===== src/hdl/acc_disp_pkg.sv =====
// Dispatcher widths, depths, unit and operation codes, queue and request payload types
package acc_disp_pkg;

  // Scoreboard transaction IDs and tracking bitmap width
  localparam int unsigned TRANS_ID_BITS = 3;
  localparam int unsigned NR_SB_ENTRIES = 8;

  // Commit ports of the in-order core
  localparam int unsigned NR_COMMIT_PORTS = 2;

  // Operand and result width
  localparam int unsigned XLEN = 64;

  // Instruction queue depth
  localparam int unsigned INSN_QUEUE_DEPTH = 3;

  // Width of the in-flight load/store counters
  localparam int unsigned MEM_CNT_BITS = 3;

  // Functional unit selected by the decoder
  typedef enum logic [2:0] {
    NONE,
    LOAD,
    STORE,
    ALU,
    ACCEL
  } fu_e;

  // Accelerator operation class, memory classes feed the trackers
  typedef enum logic [1:0] {
    ACCEL_OP,
    ACCEL_OP_LOAD,
    ACCEL_OP_STORE
  } acc_op_e;

  // Entry held in the instruction queue
  typedef struct packed {
    logic [31:0]              insn;
    logic [XLEN-1:0]          rs1;
    logic [XLEN-1:0]          rs2;
    acc_op_e                  op;
    logic [TRANS_ID_BITS-1:0] trans_id;
  } acc_insn_t;

  // Request as seen by the accelerator
  typedef struct packed {
    logic [31:0]              insn;
    logic [XLEN-1:0]          rs1;
    logic [XLEN-1:0]          rs2;
    logic [2:0]               frm;
    logic [TRANS_ID_BITS-1:0] trans_id;
  } acc_req_t;

endpackage


===== src/hdl/acc_dispatcher.sv =====
// Accelerator dispatcher top with issue register, stall decode, request path, response and barrier
`timescale 1ns/100ps

module acc_dispatcher (
  input  logic                                                clk_i,
  input  logic                                                reset_i,
  input  logic                                                acc_cons_en_i,
  input  logic [2:0]                                          fcsr_frm_i,
  // Issue stage
  input  logic                                                issue_hs_i,
  input  acc_disp_pkg::fu_e                                   issue_fu_i,
  input  acc_disp_pkg::acc_op_e                               issue_op_i,
  input  logic                                                issue_executed_i,
  input  logic                                                flush_unissued_i,
  input  logic                                                flush_ex_i,
  output logic                                                issue_stall_o,
  output logic                                                acc_valid_ex_o,
  // Execute stage operands, one cycle after issue
  input  logic [31:0]                                         fu_insn_i,
  input  logic [acc_disp_pkg::XLEN-1:0]                       fu_rs1_i,
  input  logic [acc_disp_pkg::XLEN-1:0]                       fu_rs2_i,
  input  logic [acc_disp_pkg::TRANS_ID_BITS-1:0]              fu_trans_id_i,
  // Commit stage
  input  logic [acc_disp_pkg::NR_COMMIT_PORTS-1:0]            commit_issued_i,
  input  acc_disp_pkg::fu_e [acc_disp_pkg::NR_COMMIT_PORTS-1:0] commit_fu_i,
  input  logic [acc_disp_pkg::NR_COMMIT_PORTS-1:0][acc_disp_pkg::TRANS_ID_BITS-1:0]
                                                              commit_trans_id_i,
  input  logic [acc_disp_pkg::NR_COMMIT_PORTS-1:0]            commit_ack_i,
  input  logic                                                commit_st_barrier_i,
  input  logic                                                no_st_pending_i,
  output logic                                                dirty_v_state_o,
  output logic                                                ctrl_halt_o,
  // Accelerator request
  output logic                                                acc_req_valid_o,
  output logic [31:0]                                         acc_req_insn_o,
  output logic [acc_disp_pkg::XLEN-1:0]                       acc_req_rs1_o,
  output logic [acc_disp_pkg::XLEN-1:0]                       acc_req_rs2_o,
  output logic [2:0]                                          acc_req_frm_o,
  output logic [acc_disp_pkg::TRANS_ID_BITS-1:0]              acc_req_trans_id_o,
  output logic                                                acc_req_store_pending_o,
  output logic                                                acc_req_cons_en_o,
  input  logic                                                acc_req_ready_i,
  // Accelerator response
  input  logic                                                acc_resp_valid_i,
  input  logic [acc_disp_pkg::TRANS_ID_BITS-1:0]              acc_resp_trans_id_i,
  input  logic [acc_disp_pkg::XLEN-1:0]                       acc_resp_result_i,
  input  logic                                                acc_resp_error_i,
  input  logic                                                acc_resp_store_pending_i,
  input  logic                                                acc_resp_load_complete_i,
  input  logic                                                acc_resp_store_complete_i,
  // Writeback to the core
  output logic                                                acc_valid_o,
  output logic [acc_disp_pkg::TRANS_ID_BITS-1:0]              acc_trans_id_o,
  output logic [acc_disp_pkg::XLEN-1:0]                       acc_result_o,
  output logic                                                acc_exception_valid_o,
  output logic                                                mem_overflow_o
);

  logic                                                acc_valid_d, acc_valid_q;
  acc_disp_pkg::acc_op_e                               acc_op_q;
  logic                                                insn_push;
  logic                                                insn_pop;
  logic                                                insn_empty;
  logic [$clog2(acc_disp_pkg::INSN_QUEUE_DEPTH+1)-1:0] insn_usage;
  acc_disp_pkg::acc_insn_t                             insn_in, insn_head;
  acc_disp_pkg::acc_req_t                              req_in, req_out;
  logic                                                req_valid;
  logic                                                req_full;
  logic                                                req_empty;
  logic                                                query_ok;
  logic                                                no_ld_pending, no_st_pending;
  logic                                                wait_st_q;

  // Accept an unexecuted ACCEL entry unless unissued work is being flushed
  assign acc_valid_d = issue_hs_i && issue_fu_i == acc_disp_pkg::ACCEL &&
                       !issue_executed_i && !flush_unissued_i;

  always_ff @(posedge clk_i) begin
    if (reset_i)
      acc_valid_q <= 1'b0;
    else
      acc_valid_q <= acc_valid_d;
  end

  // Operation class waits for the operands of the next cycle
  always_ff @(posedge clk_i) begin
    if (acc_valid_d)
      acc_op_q <= issue_op_i;
  end

  assign acc_valid_ex_o = acc_valid_q;

  always_comb begin
    case (issue_fu_i)
      // Keep one slot free for the entry already in execute
      acc_disp_pkg::ACCEL: issue_stall_o = insn_usage >= (acc_disp_pkg::INSN_QUEUE_DEPTH - 1);
      // Scalar load behind an accelerator store
      acc_disp_pkg::LOAD:  issue_stall_o = acc_cons_en_i && !no_st_pending;
      // Scalar store behind any accelerator memory access
      acc_disp_pkg::STORE: issue_stall_o = acc_cons_en_i && (!no_st_pending || !no_ld_pending);
      default:             issue_stall_o = 1'b0;
    endcase
  end

  assign insn_in = '{insn: fu_insn_i, rs1: fu_rs1_i, rs2: fu_rs2_i,
                     op: acc_op_q, trans_id: fu_trans_id_i};
  // An entry flushed on arrival never enters the queue
  assign insn_push = acc_valid_q && !flush_ex_i;

  acc_insn_queue #(
    .dtype (acc_disp_pkg::acc_insn_t),
    .DEPTH (acc_disp_pkg::INSN_QUEUE_DEPTH)
  ) i_insn_queue (
    .clk_i   (clk_i),
    .reset_i (reset_i),
    .flush_i (flush_ex_i),
    .push_i  (insn_push),
    .data_i  (insn_in),
    .pop_i   (insn_pop),
    .data_o  (insn_head),
    .empty_o (insn_empty),
    .full_o  (),
    .usage_o (insn_usage)
  );

  acc_spec_tracker i_spec_tracker (
    .clk_i               (clk_i),
    .reset_i             (reset_i),
    .flush_i             (flush_ex_i),
    .recv_valid_i        (insn_push),
    .recv_trans_id_i     (fu_trans_id_i),
    .commit_issued_i     (commit_issued_i),
    .commit_fu_i         (commit_fu_i),
    .commit_trans_id_i   (commit_trans_id_i),
    .dispatch_i          (insn_pop),
    .dispatch_trans_id_i (insn_head.trans_id),
    .query_trans_id_i    (insn_head.trans_id),
    .query_ok_o          (query_ok)
  );

  // Rounding mode is current when the head is offered
  assign req_in = '{insn: insn_head.insn, rs1: insn_head.rs1, rs2: insn_head.rs2,
                    frm: fcsr_frm_i, trans_id: insn_head.trans_id};
  // Head leaves only once it is no longer speculative
  assign req_valid = !insn_empty && query_ok;
  assign insn_pop  = req_valid && !req_full;

  // Single-entry fall-through register holds the request under back-pressure
  acc_insn_queue #(
    .dtype (acc_disp_pkg::acc_req_t),
    .DEPTH (1)
  ) i_req_reg (
    .clk_i   (clk_i),
    .reset_i (reset_i),
    .flush_i (1'b0),
    .push_i  (req_valid),
    .data_i  (req_in),
    .pop_i   (acc_req_valid_o && acc_req_ready_i),
    .data_o  (req_out),
    .empty_o (req_empty),
    .full_o  (req_full),
    .usage_o ()
  );

  assign acc_req_valid_o         = !req_empty;
  assign acc_req_insn_o          = req_out.insn;
  assign acc_req_rs1_o           = req_out.rs1;
  assign acc_req_rs2_o           = req_out.rs2;
  assign acc_req_frm_o           = req_out.frm;
  assign acc_req_trans_id_o      = req_out.trans_id;
  assign acc_req_store_pending_o = acc_cons_en_i && !no_st_pending_i;
  assign acc_req_cons_en_o       = acc_cons_en_i;

  acc_mem_tracker i_mem_tracker (
    .clk_i           (clk_i),
    .reset_i         (reset_i),
    .flush_i         (flush_ex_i),
    .spec_ld_i       (acc_valid_d && issue_op_i == acc_disp_pkg::ACCEL_OP_LOAD),
    .spec_st_i       (acc_valid_d && issue_op_i == acc_disp_pkg::ACCEL_OP_STORE),
    .disp_ld_i       (insn_pop && insn_head.op == acc_disp_pkg::ACCEL_OP_LOAD),
    .disp_st_i       (insn_pop && insn_head.op == acc_disp_pkg::ACCEL_OP_STORE),
    .ld_complete_i   (acc_resp_load_complete_i),
    .st_complete_i   (acc_resp_store_complete_i),
    .no_ld_pending_o (no_ld_pending),
    .no_st_pending_o (no_st_pending),
    .overflow_o      (mem_overflow_o)
  );

  // Responses are always taken, error maps to illegal instruction
  assign acc_valid_o           = acc_resp_valid_i;
  assign acc_trans_id_o        = acc_resp_trans_id_i;
  assign acc_result_o          = acc_resp_result_i;
  assign acc_exception_valid_o = acc_resp_error_i;

  // Any acknowledged ACCEL commit touches vector state
  always_comb begin
    dirty_v_state_o = 1'b0;
    for (int i = 0; i < acc_disp_pkg::NR_COMMIT_PORTS; i++) begin
      dirty_v_state_o |= commit_ack_i[i] && commit_fu_i[i] == acc_disp_pkg::ACCEL;
    end
  end

  // Halt after a store barrier while accelerator stores drain
  always_ff @(posedge clk_i) begin
    if (reset_i)
      wait_st_q <= 1'b0;
    else
      wait_st_q <= (wait_st_q || commit_st_barrier_i) && acc_resp_store_pending_i;
  end

  assign ctrl_halt_o = wait_st_q;

endmodule


===== src/hdl/acc_insn_queue.sv =====
// Fall-through FIFO with type parameter, flush and usage count
`timescale 1ns/100ps

module acc_insn_queue #(
  parameter type         dtype = logic,
  parameter int unsigned DEPTH = 3
) (
  input  logic                         clk_i,
  input  logic                         reset_i,
  input  logic                         flush_i,
  input  logic                         push_i,
  input  dtype                         data_i,
  input  logic                         pop_i,
  output dtype                         data_o,
  output logic                         empty_o,
  output logic                         full_o,
  output logic [$clog2(DEPTH+1)-1:0]   usage_o
);

  // Pointer needs at least one bit even for a single entry
  localparam int unsigned PTR_W = (DEPTH > 1) ? $clog2(DEPTH) : 1;

  dtype                       mem_q [DEPTH];
  logic [PTR_W-1:0]           rd_ptr_q;
  logic [PTR_W-1:0]           wr_ptr_q;
  logic [$clog2(DEPTH+1)-1:0] cnt_q;
  logic                       do_push;
  logic                       do_pop;
  logic                       bypass;

  // Wrap at DEPTH, which need not be a power of two
  function automatic logic [PTR_W-1:0] next_ptr(input logic [PTR_W-1:0] ptr);
    next_ptr = (ptr == PTR_W'(DEPTH - 1)) ? '0 : ptr + 1'b1;
  endfunction

  assign full_o  = (cnt_q == DEPTH);
  assign usage_o = cnt_q;
  // A push into an empty buffer is visible at once
  assign empty_o = (cnt_q == '0) && !push_i;
  assign data_o  = (cnt_q == '0) ? data_i : mem_q[rd_ptr_q];

  // Empty buffer, push and pop together: data passes straight through
  assign bypass  = (cnt_q == '0) && push_i && pop_i;
  assign do_push = push_i && !full_o && !bypass;
  assign do_pop  = pop_i && (cnt_q != '0);

  always_ff @(posedge clk_i) begin
    if (reset_i || flush_i) begin
      rd_ptr_q <= '0;
      wr_ptr_q <= '0;
      cnt_q    <= '0;
    end else begin
      if (do_push) begin
        wr_ptr_q <= next_ptr(wr_ptr_q);
      end
      if (do_pop) begin
        rd_ptr_q <= next_ptr(rd_ptr_q);
      end
      // Occupancy moves only when push and pop do not cancel
      if (do_push && !do_pop) begin
        cnt_q <= cnt_q + 1'b1;
      end else if (do_pop && !do_push) begin
        cnt_q <= cnt_q - 1'b1;
      end
    end
  end

  // Storage
  always_ff @(posedge clk_i) begin
    if (do_push) begin
      mem_q[wr_ptr_q] <= data_i;
    end
  end

endmodule


===== src/hdl/acc_mem_tracker.sv =====
// Speculative and dispatched accelerator load/store counters with no-pending flags
`timescale 1ns/100ps

module acc_mem_tracker (
  input  logic clk_i,
  input  logic reset_i,
  input  logic flush_i,
  input  logic spec_ld_i,
  input  logic spec_st_i,
  input  logic disp_ld_i,
  input  logic disp_st_i,
  input  logic ld_complete_i,
  input  logic st_complete_i,
  output logic no_ld_pending_o,
  output logic no_st_pending_o,
  output logic overflow_o
);

  // Counter order: spec loads, spec stores, dispatched loads, dispatched stores
  logic [3:0][acc_disp_pkg::MEM_CNT_BITS-1:0] cnt_q;
  logic [3:0]                                 inc;
  logic [3:0]                                 dec;
  logic [3:0]                                 clr;
  logic [3:0]                                 wrap;

  assign inc = {disp_st_i, disp_ld_i, spec_st_i, spec_ld_i};
  // Dispatch moves an entry from speculative to dispatched
  assign dec = {st_complete_i, ld_complete_i, disp_st_i, disp_ld_i};
  // Dispatched entries can no longer be flushed
  assign clr = {2'b00, flush_i, flush_i};

  always_ff @(posedge clk_i) begin
    if (reset_i) begin
      cnt_q <= '0;
    end else begin
      for (int i = 0; i < 4; i++) begin
        if (clr[i])
          cnt_q[i] <= '0;
        else if (inc[i] && !dec[i])
          cnt_q[i] <= cnt_q[i] + 1'b1;
        else if (dec[i] && !inc[i])
          cnt_q[i] <= cnt_q[i] - 1'b1;
      end
    end
  end

  // Up at all ones or down at zero would wrap
  always_comb begin
    for (int i = 0; i < 4; i++) begin
      wrap[i] = !clr[i] &&
                ((inc[i] && !dec[i] && cnt_q[i] == '1) ||
                 (dec[i] && !inc[i] && cnt_q[i] == '0));
    end
  end

  assign overflow_o = |wrap;

  // A class is idle once both its counters are empty
  assign no_ld_pending_o = (cnt_q[0] == '0) && (cnt_q[2] == '0);
  assign no_st_pending_o = (cnt_q[1] == '0) && (cnt_q[3] == '0);

endmodule


===== src/hdl/acc_spec_tracker.sv =====
// Pending and ready bitmaps per transaction ID with commit-port release decode
`timescale 1ns/100ps

module acc_spec_tracker (
  input  logic                                                              clk_i,
  input  logic                                                              reset_i,
  input  logic                                                              flush_i,
  input  logic                                                              recv_valid_i,
  input  logic [acc_disp_pkg::TRANS_ID_BITS-1:0]                            recv_trans_id_i,
  input  logic [acc_disp_pkg::NR_COMMIT_PORTS-1:0]                          commit_issued_i,
  input  acc_disp_pkg::fu_e [acc_disp_pkg::NR_COMMIT_PORTS-1:0]             commit_fu_i,
  input  logic [acc_disp_pkg::NR_COMMIT_PORTS-1:0][acc_disp_pkg::TRANS_ID_BITS-1:0]
                                                                            commit_trans_id_i,
  input  logic                                                              dispatch_i,
  input  logic [acc_disp_pkg::TRANS_ID_BITS-1:0]                            dispatch_trans_id_i,
  input  logic [acc_disp_pkg::TRANS_ID_BITS-1:0]                            query_trans_id_i,
  output logic                                                              query_ok_o
);

  logic [acc_disp_pkg::NR_SB_ENTRIES-1:0] pending_d, pending_q;
  logic [acc_disp_pkg::NR_SB_ENTRIES-1:0] ready_d, ready_q;
  logic                                   release_v;
  logic                                   release_ok;
  logic [acc_disp_pkg::TRANS_ID_BITS-1:0] release_id;

  // First unissued commit entry, port 1 only behind an issued port 0
  always_comb begin
    release_v = 1'b0;
    if (!commit_issued_i[0] && commit_fu_i[0] == acc_disp_pkg::ACCEL)
      release_v = 1'b1;
    if (commit_issued_i[0] && !commit_issued_i[1] && commit_fu_i[1] == acc_disp_pkg::ACCEL)
      release_v = 1'b1;
  end

  assign release_id = commit_issued_i[0] ? commit_trans_id_i[1] : commit_trans_id_i[0];

  // Also catch an ID that arrives in the release cycle itself
  assign release_ok = release_v &&
                      (pending_q[release_id] ||
                       (recv_valid_i && recv_trans_id_i == release_id));

  always_comb begin
    pending_d = pending_q;
    ready_d   = ready_q;
    if (recv_valid_i)
      pending_d[recv_trans_id_i] = 1'b1;
    // No longer speculative
    if (release_ok) begin
      pending_d[release_id] = 1'b0;
      ready_d[release_id]   = 1'b1;
    end
    // Sent to the request register
    if (dispatch_i)
      ready_d[dispatch_trans_id_i] = 1'b0;
    // Ready IDs survive a flush
    if (flush_i)
      pending_d = '0;
  end

  always_ff @(posedge clk_i) begin
    if (reset_i) begin
      pending_q <= '0;
      ready_q   <= '0;
    end else begin
      pending_q <= pending_d;
      ready_q   <= ready_d;
    end
  end

  assign query_ok_o = ready_q[query_trans_id_i] ||
                      (release_ok && release_id == query_trans_id_i);

endmodule

===== config.mk =====
export PLATFORM = sky130hd
export DESIGN_NAME = acc_dispatcher
export DESIGN_NICKNAME = d
export VERILOG_FILES = /design/src/hdl/acc_disp_pkg.sv /design/src/hdl/acc_dispatcher.sv /design/src/hdl/acc_insn_queue.sv /design/src/hdl/acc_mem_tracker.sv /design/src/hdl/acc_spec_tracker.sv
export SDC_FILE = /design/constraint.sdc
export NUM_CORES = 1
export LEC_CHECK = 0
export BUFFER_PORTS_ARGS = -buffer_cell sky130_fd_sc_hd__buf_4
export CAP_MARGIN = 20
export CORE_ASPECT_RATIO = 1.1
export CORE_MARGIN = 2
export CORE_UTILIZATION = 59
export CTS_BUF_LIST = sky130_fd_sc_hd__clkbuf_4
export DETAILED_ROUTE_END_ITERATION = 10
export HOLD_SLACK_MARGIN = 0.15
export PLACE_DENSITY = 0.85
export SYNTH_ARGS = -nofsm -noshare
export SYNTH_HDL_FRONTEND = slang
export SYNTH_SLANG_ARGS = --single-unit

===== constraint.sdc =====
create_clock -name clk_i -period 35.9 [get_ports clk_i]
set_input_delay 3.59 -clock clk_i [delete_from_list [all_inputs] [get_ports clk_i]]
set_output_delay 3.59 -clock clk_i [all_outputs]
set_load 0.01 [all_outputs]

==> metrics <==
most common cell after layout, fill and taps aside edfxtp_1; # rows 86; DP Wirelength 39,500 um; Sequential Power Share a little under three fifths; post-synthesis compound-gate area fraction around 7.0%; commonest non-fill, non-tap cells in the layout edfxtp_1, buf_4, clkbuf_4; residual DRC count 0; Post-Synthesis Cells between 2,000 and 2,500; Avg Cell Area, Syn about 14 um2; Max-slew headroom 10.4%; largest net degree at the start of global routing around 260; CP max FO 10; Hold Fails Final Rpt 0; post-synthesis mux area share between 10% and 20%; setup TNS 0 ns; die height 239 um; crit end category output pin; first-pass GRT wire length 103,000 um; Logic pwr share under 10%; Clk network pwr share between 30% and 40%; post-synthesis simple-gate area fraction around 6%; Post-synth EDFFs ~660; CTS Root Cell clkbuf_4; RSZ-0062 raised after global routing no; design area about 35,000 um2; switch share 21.6%; cts bufs inserted ~170; internal power between 1 and 1.5 mW; Max Clock Freq between 0.09 and 0.1 GHz; Synth Cell Area between 20,000 and 30,000 um2; Layout Nets approximately 2,800; initial antenna violation count 15; Register-to-Register Path Depth 10; clk sinks 702; wire per inst 20.8 um; Detailed Route Iter0 Violations between 1,500 and 2,000; vias in the first global route between 15,000 and 20,000; Worst-Skew Late Latency 0.98 ns; Final ANT Viol Nets 0; Routed Wire Length 67,800 um; worst reg-to-reg setup slack slightly above 30 ns; worst slew pin tran between 1 and 1.5 ns; register area share after synthesis 69.8%; net count after synthesis between 2,000 and 2,500; port buffer count about 370; min Tclk post-route 10.40 ns; hold path cells 2; starting density of the core around three fifths; largest family of logic cells by synthesized area multiplexers; Critical Path RT roughly 32 ns; drt pass-1 iters 5; XOR/XNOR Fraction of Synth Area 0.502%; synthesis warning total 0; Worst Setup Path Type in -> out; Hold Buf Count CTS 0; outcome finished, final reports clean; Vias approximately 19,000; Pleak between 10 and 15 nW; post-CTS setup buffers 0; CTS tree done; total grt overflow 0; area grow syn2layout 16.9%; R2R Path End i_insn_queue.mem_q[1][6]$_DFFE_PP_; Post-CTS Resized 0; post-layout util slightly below 70%; Slew Limit Fails 0; startpoint types primary input; # IOs ~510; ys async rst share 0%; layout cells sized above 1 approximately 32%; #FFs+latches synth around 700; vias per inst 5.70; ys flop type edfxtp_1; Clock Pin Slew Worst Setup and Hold Paths ~0.06 ns; Worst Hold Launch i_insn_queue.rd_ptr_q[1]$_SDFFE_PP0P_; Tot GR Track Use 25.9%; final setup vio count 0; clock skew about 0.057 ns; crit path DAT roughly 6.8 ns; library cells used by synthesis 55; Tightest Hold Check Type reg -> reg; Chip Width 218 um; Final Cycle Share 29.0%; die area between 50,000 and 60,000 um2; largest buffer count on any clock path 3; PD cells about 47 nW/um2; synthesized-area fraction occupied by adder cells less than 1%; Max Cap Viol 0; Placed Area 32,500 um2; Core Region ~50,000 um2; Worst VDD drop 0.0284 mV; switching power 0.349 mW; Placer Congestion 0.871; H-tree Lvls 4
[worst max path at each step]
stage                            start                         endpoint  slack [ns]  cells past startpoint
floorplan           commit_issued_i[0]  i_req_reg.mem_q[0][0]$_DFFE_PP_       14.36                      8
global placement    commit_issued_i[0]                   mem_overflow_o       25.68                     15
detailed placement  commit_issued_i[0]                   mem_overflow_o       25.63                     14
CTS                 commit_issued_i[0]                   mem_overflow_o       25.61                     14
global route        commit_issued_i[0]                   mem_overflow_o       25.26                     14
finish              commit_issued_i[0]                   mem_overflow_o       25.50                     14
[power by group through the flow]
stage | Clock (mW) | Sequential [mW] | Combinational [mW]
detailed placement | 0 | 0.914 | 0.0830
finish | 0.636 | 0.897 | 0.0835
global placement | 0 | 0.914 | 0.0797
floorplan | 0 | 0.915 | 0.0409
global route | 0.691 | 0.896 | 0.0905
CTS | 0.652 | 0.897 | 0.0836
[synthesized netlist by cell type (all sizes together), types with 2 or more instances]
master  instances  area share (%)
a41oi           2           0.059
mux2          170             6.5
and3            4           0.084
a31oi           5            0.11
o22a            2           0.059
xnor2           8            0.24
inv            18            0.23
nand2         189             2.4
or2             2           0.042
a211oi          5            0.14
buf            94             2.1
fa              3            0.20
nor3b           4            0.10
o221a           4            0.15
a21oi         177             3.0
xor2            9            0.27
or3             8            0.17
clkbuf         91             1.2
nand2b          3           0.063
nor3           12            0.20
a221oi          2           0.059
o22ai           2           0.042
nand3b          4            0.10
nor4            4           0.084
a311oi          4            0.12
and2            5            0.11
edfxtp        663              67
nand4           4           0.084
o32ai           2           0.059
o21ai         172             2.9
mux2i         179             6.1
nand3           4           0.068
nor2          179             2.3
dfxtp          39             2.6
nor2b           6            0.13
ha             11            0.46
a22oi           3           0.093
[critical path, cell delays in order]
cell,delay [ns]
buf_4,0.16
o32ai_1,0.76
a22oi_1,0.24
a21oi_1,0.27
nor2_2,0.09
a22oi_2,0.33
nor3_1,0.18
and3_1,0.21
ha_1,0.22
nand4_1,0.10
nand2_1,0.06
a221oi_1,0.23
o21ai_0,0.18
buf_4,0.18
[cell families after synthesis]
logic type | Yosys count
DFF | 702
and+or+nand+nor | 429
AOI/OAI and AO/OA | 385
muxes | 349
buffers and inverters | 203
xor gates and xnor gates | 17
adders and majority gates | 14
[stage by stage]
step / total power [mW] / hold slack (ns) / worst slack (ns) / std cells
floorplan: 0.956 / 0.457 / 14.36 / 2099
global placement: 0.994 / 0.460 / 25.68 / 2963
detailed placement: 0.997 / 0.478 / 25.63 / 2963
CTS: 1.63 / 0.484 / 25.61 / 3245
global route: 1.68 / 0.540 / 25.26 / 3262
finish: 1.62 / 0.489 / 25.50 / 3262
[registers in the layout, indices dropped and copies added, names as in the netlist, named ones only]
signal,cells
i_mem_tracker.cnt_q,12
i_insn_queue.usage_o,2
i_spec_tracker.pending_q,8
acc_valid_ex_o,1
i_insn_queue.wr_ptr_q,2
i_req_reg.full_o,1
i_spec_tracker.ready_q,8
acc_op_q,2
i_insn_queue.rd_ptr_q,2
i_insn_queue.mem_q,495
ctrl_halt_o,1
i_req_reg.mem_q,166
[metal layers]
layer  vias up  share of wire, %  GRT usage, %
met5         -             0.016             0
li1       8626                 -             -
met2       760                49          41.8
met4         2               5.8          17.8
met3       210               7.2          6.82
met1      9000                38          30.5
[cell type report]
class                           instances  area [um2]
Tap cell                              660         826
Sequential cell                       702       20700
Clock buffer                          242        1820
Multi-Input combinational cell       1194        7940
Timing Repair Buffer                  390        3000
Fill cell                            3330       15200
Antenna cell                           16        40.0
Inverter                               18        72.6
Clock inverter                         40         254
(Power assumes the default switching activity.)
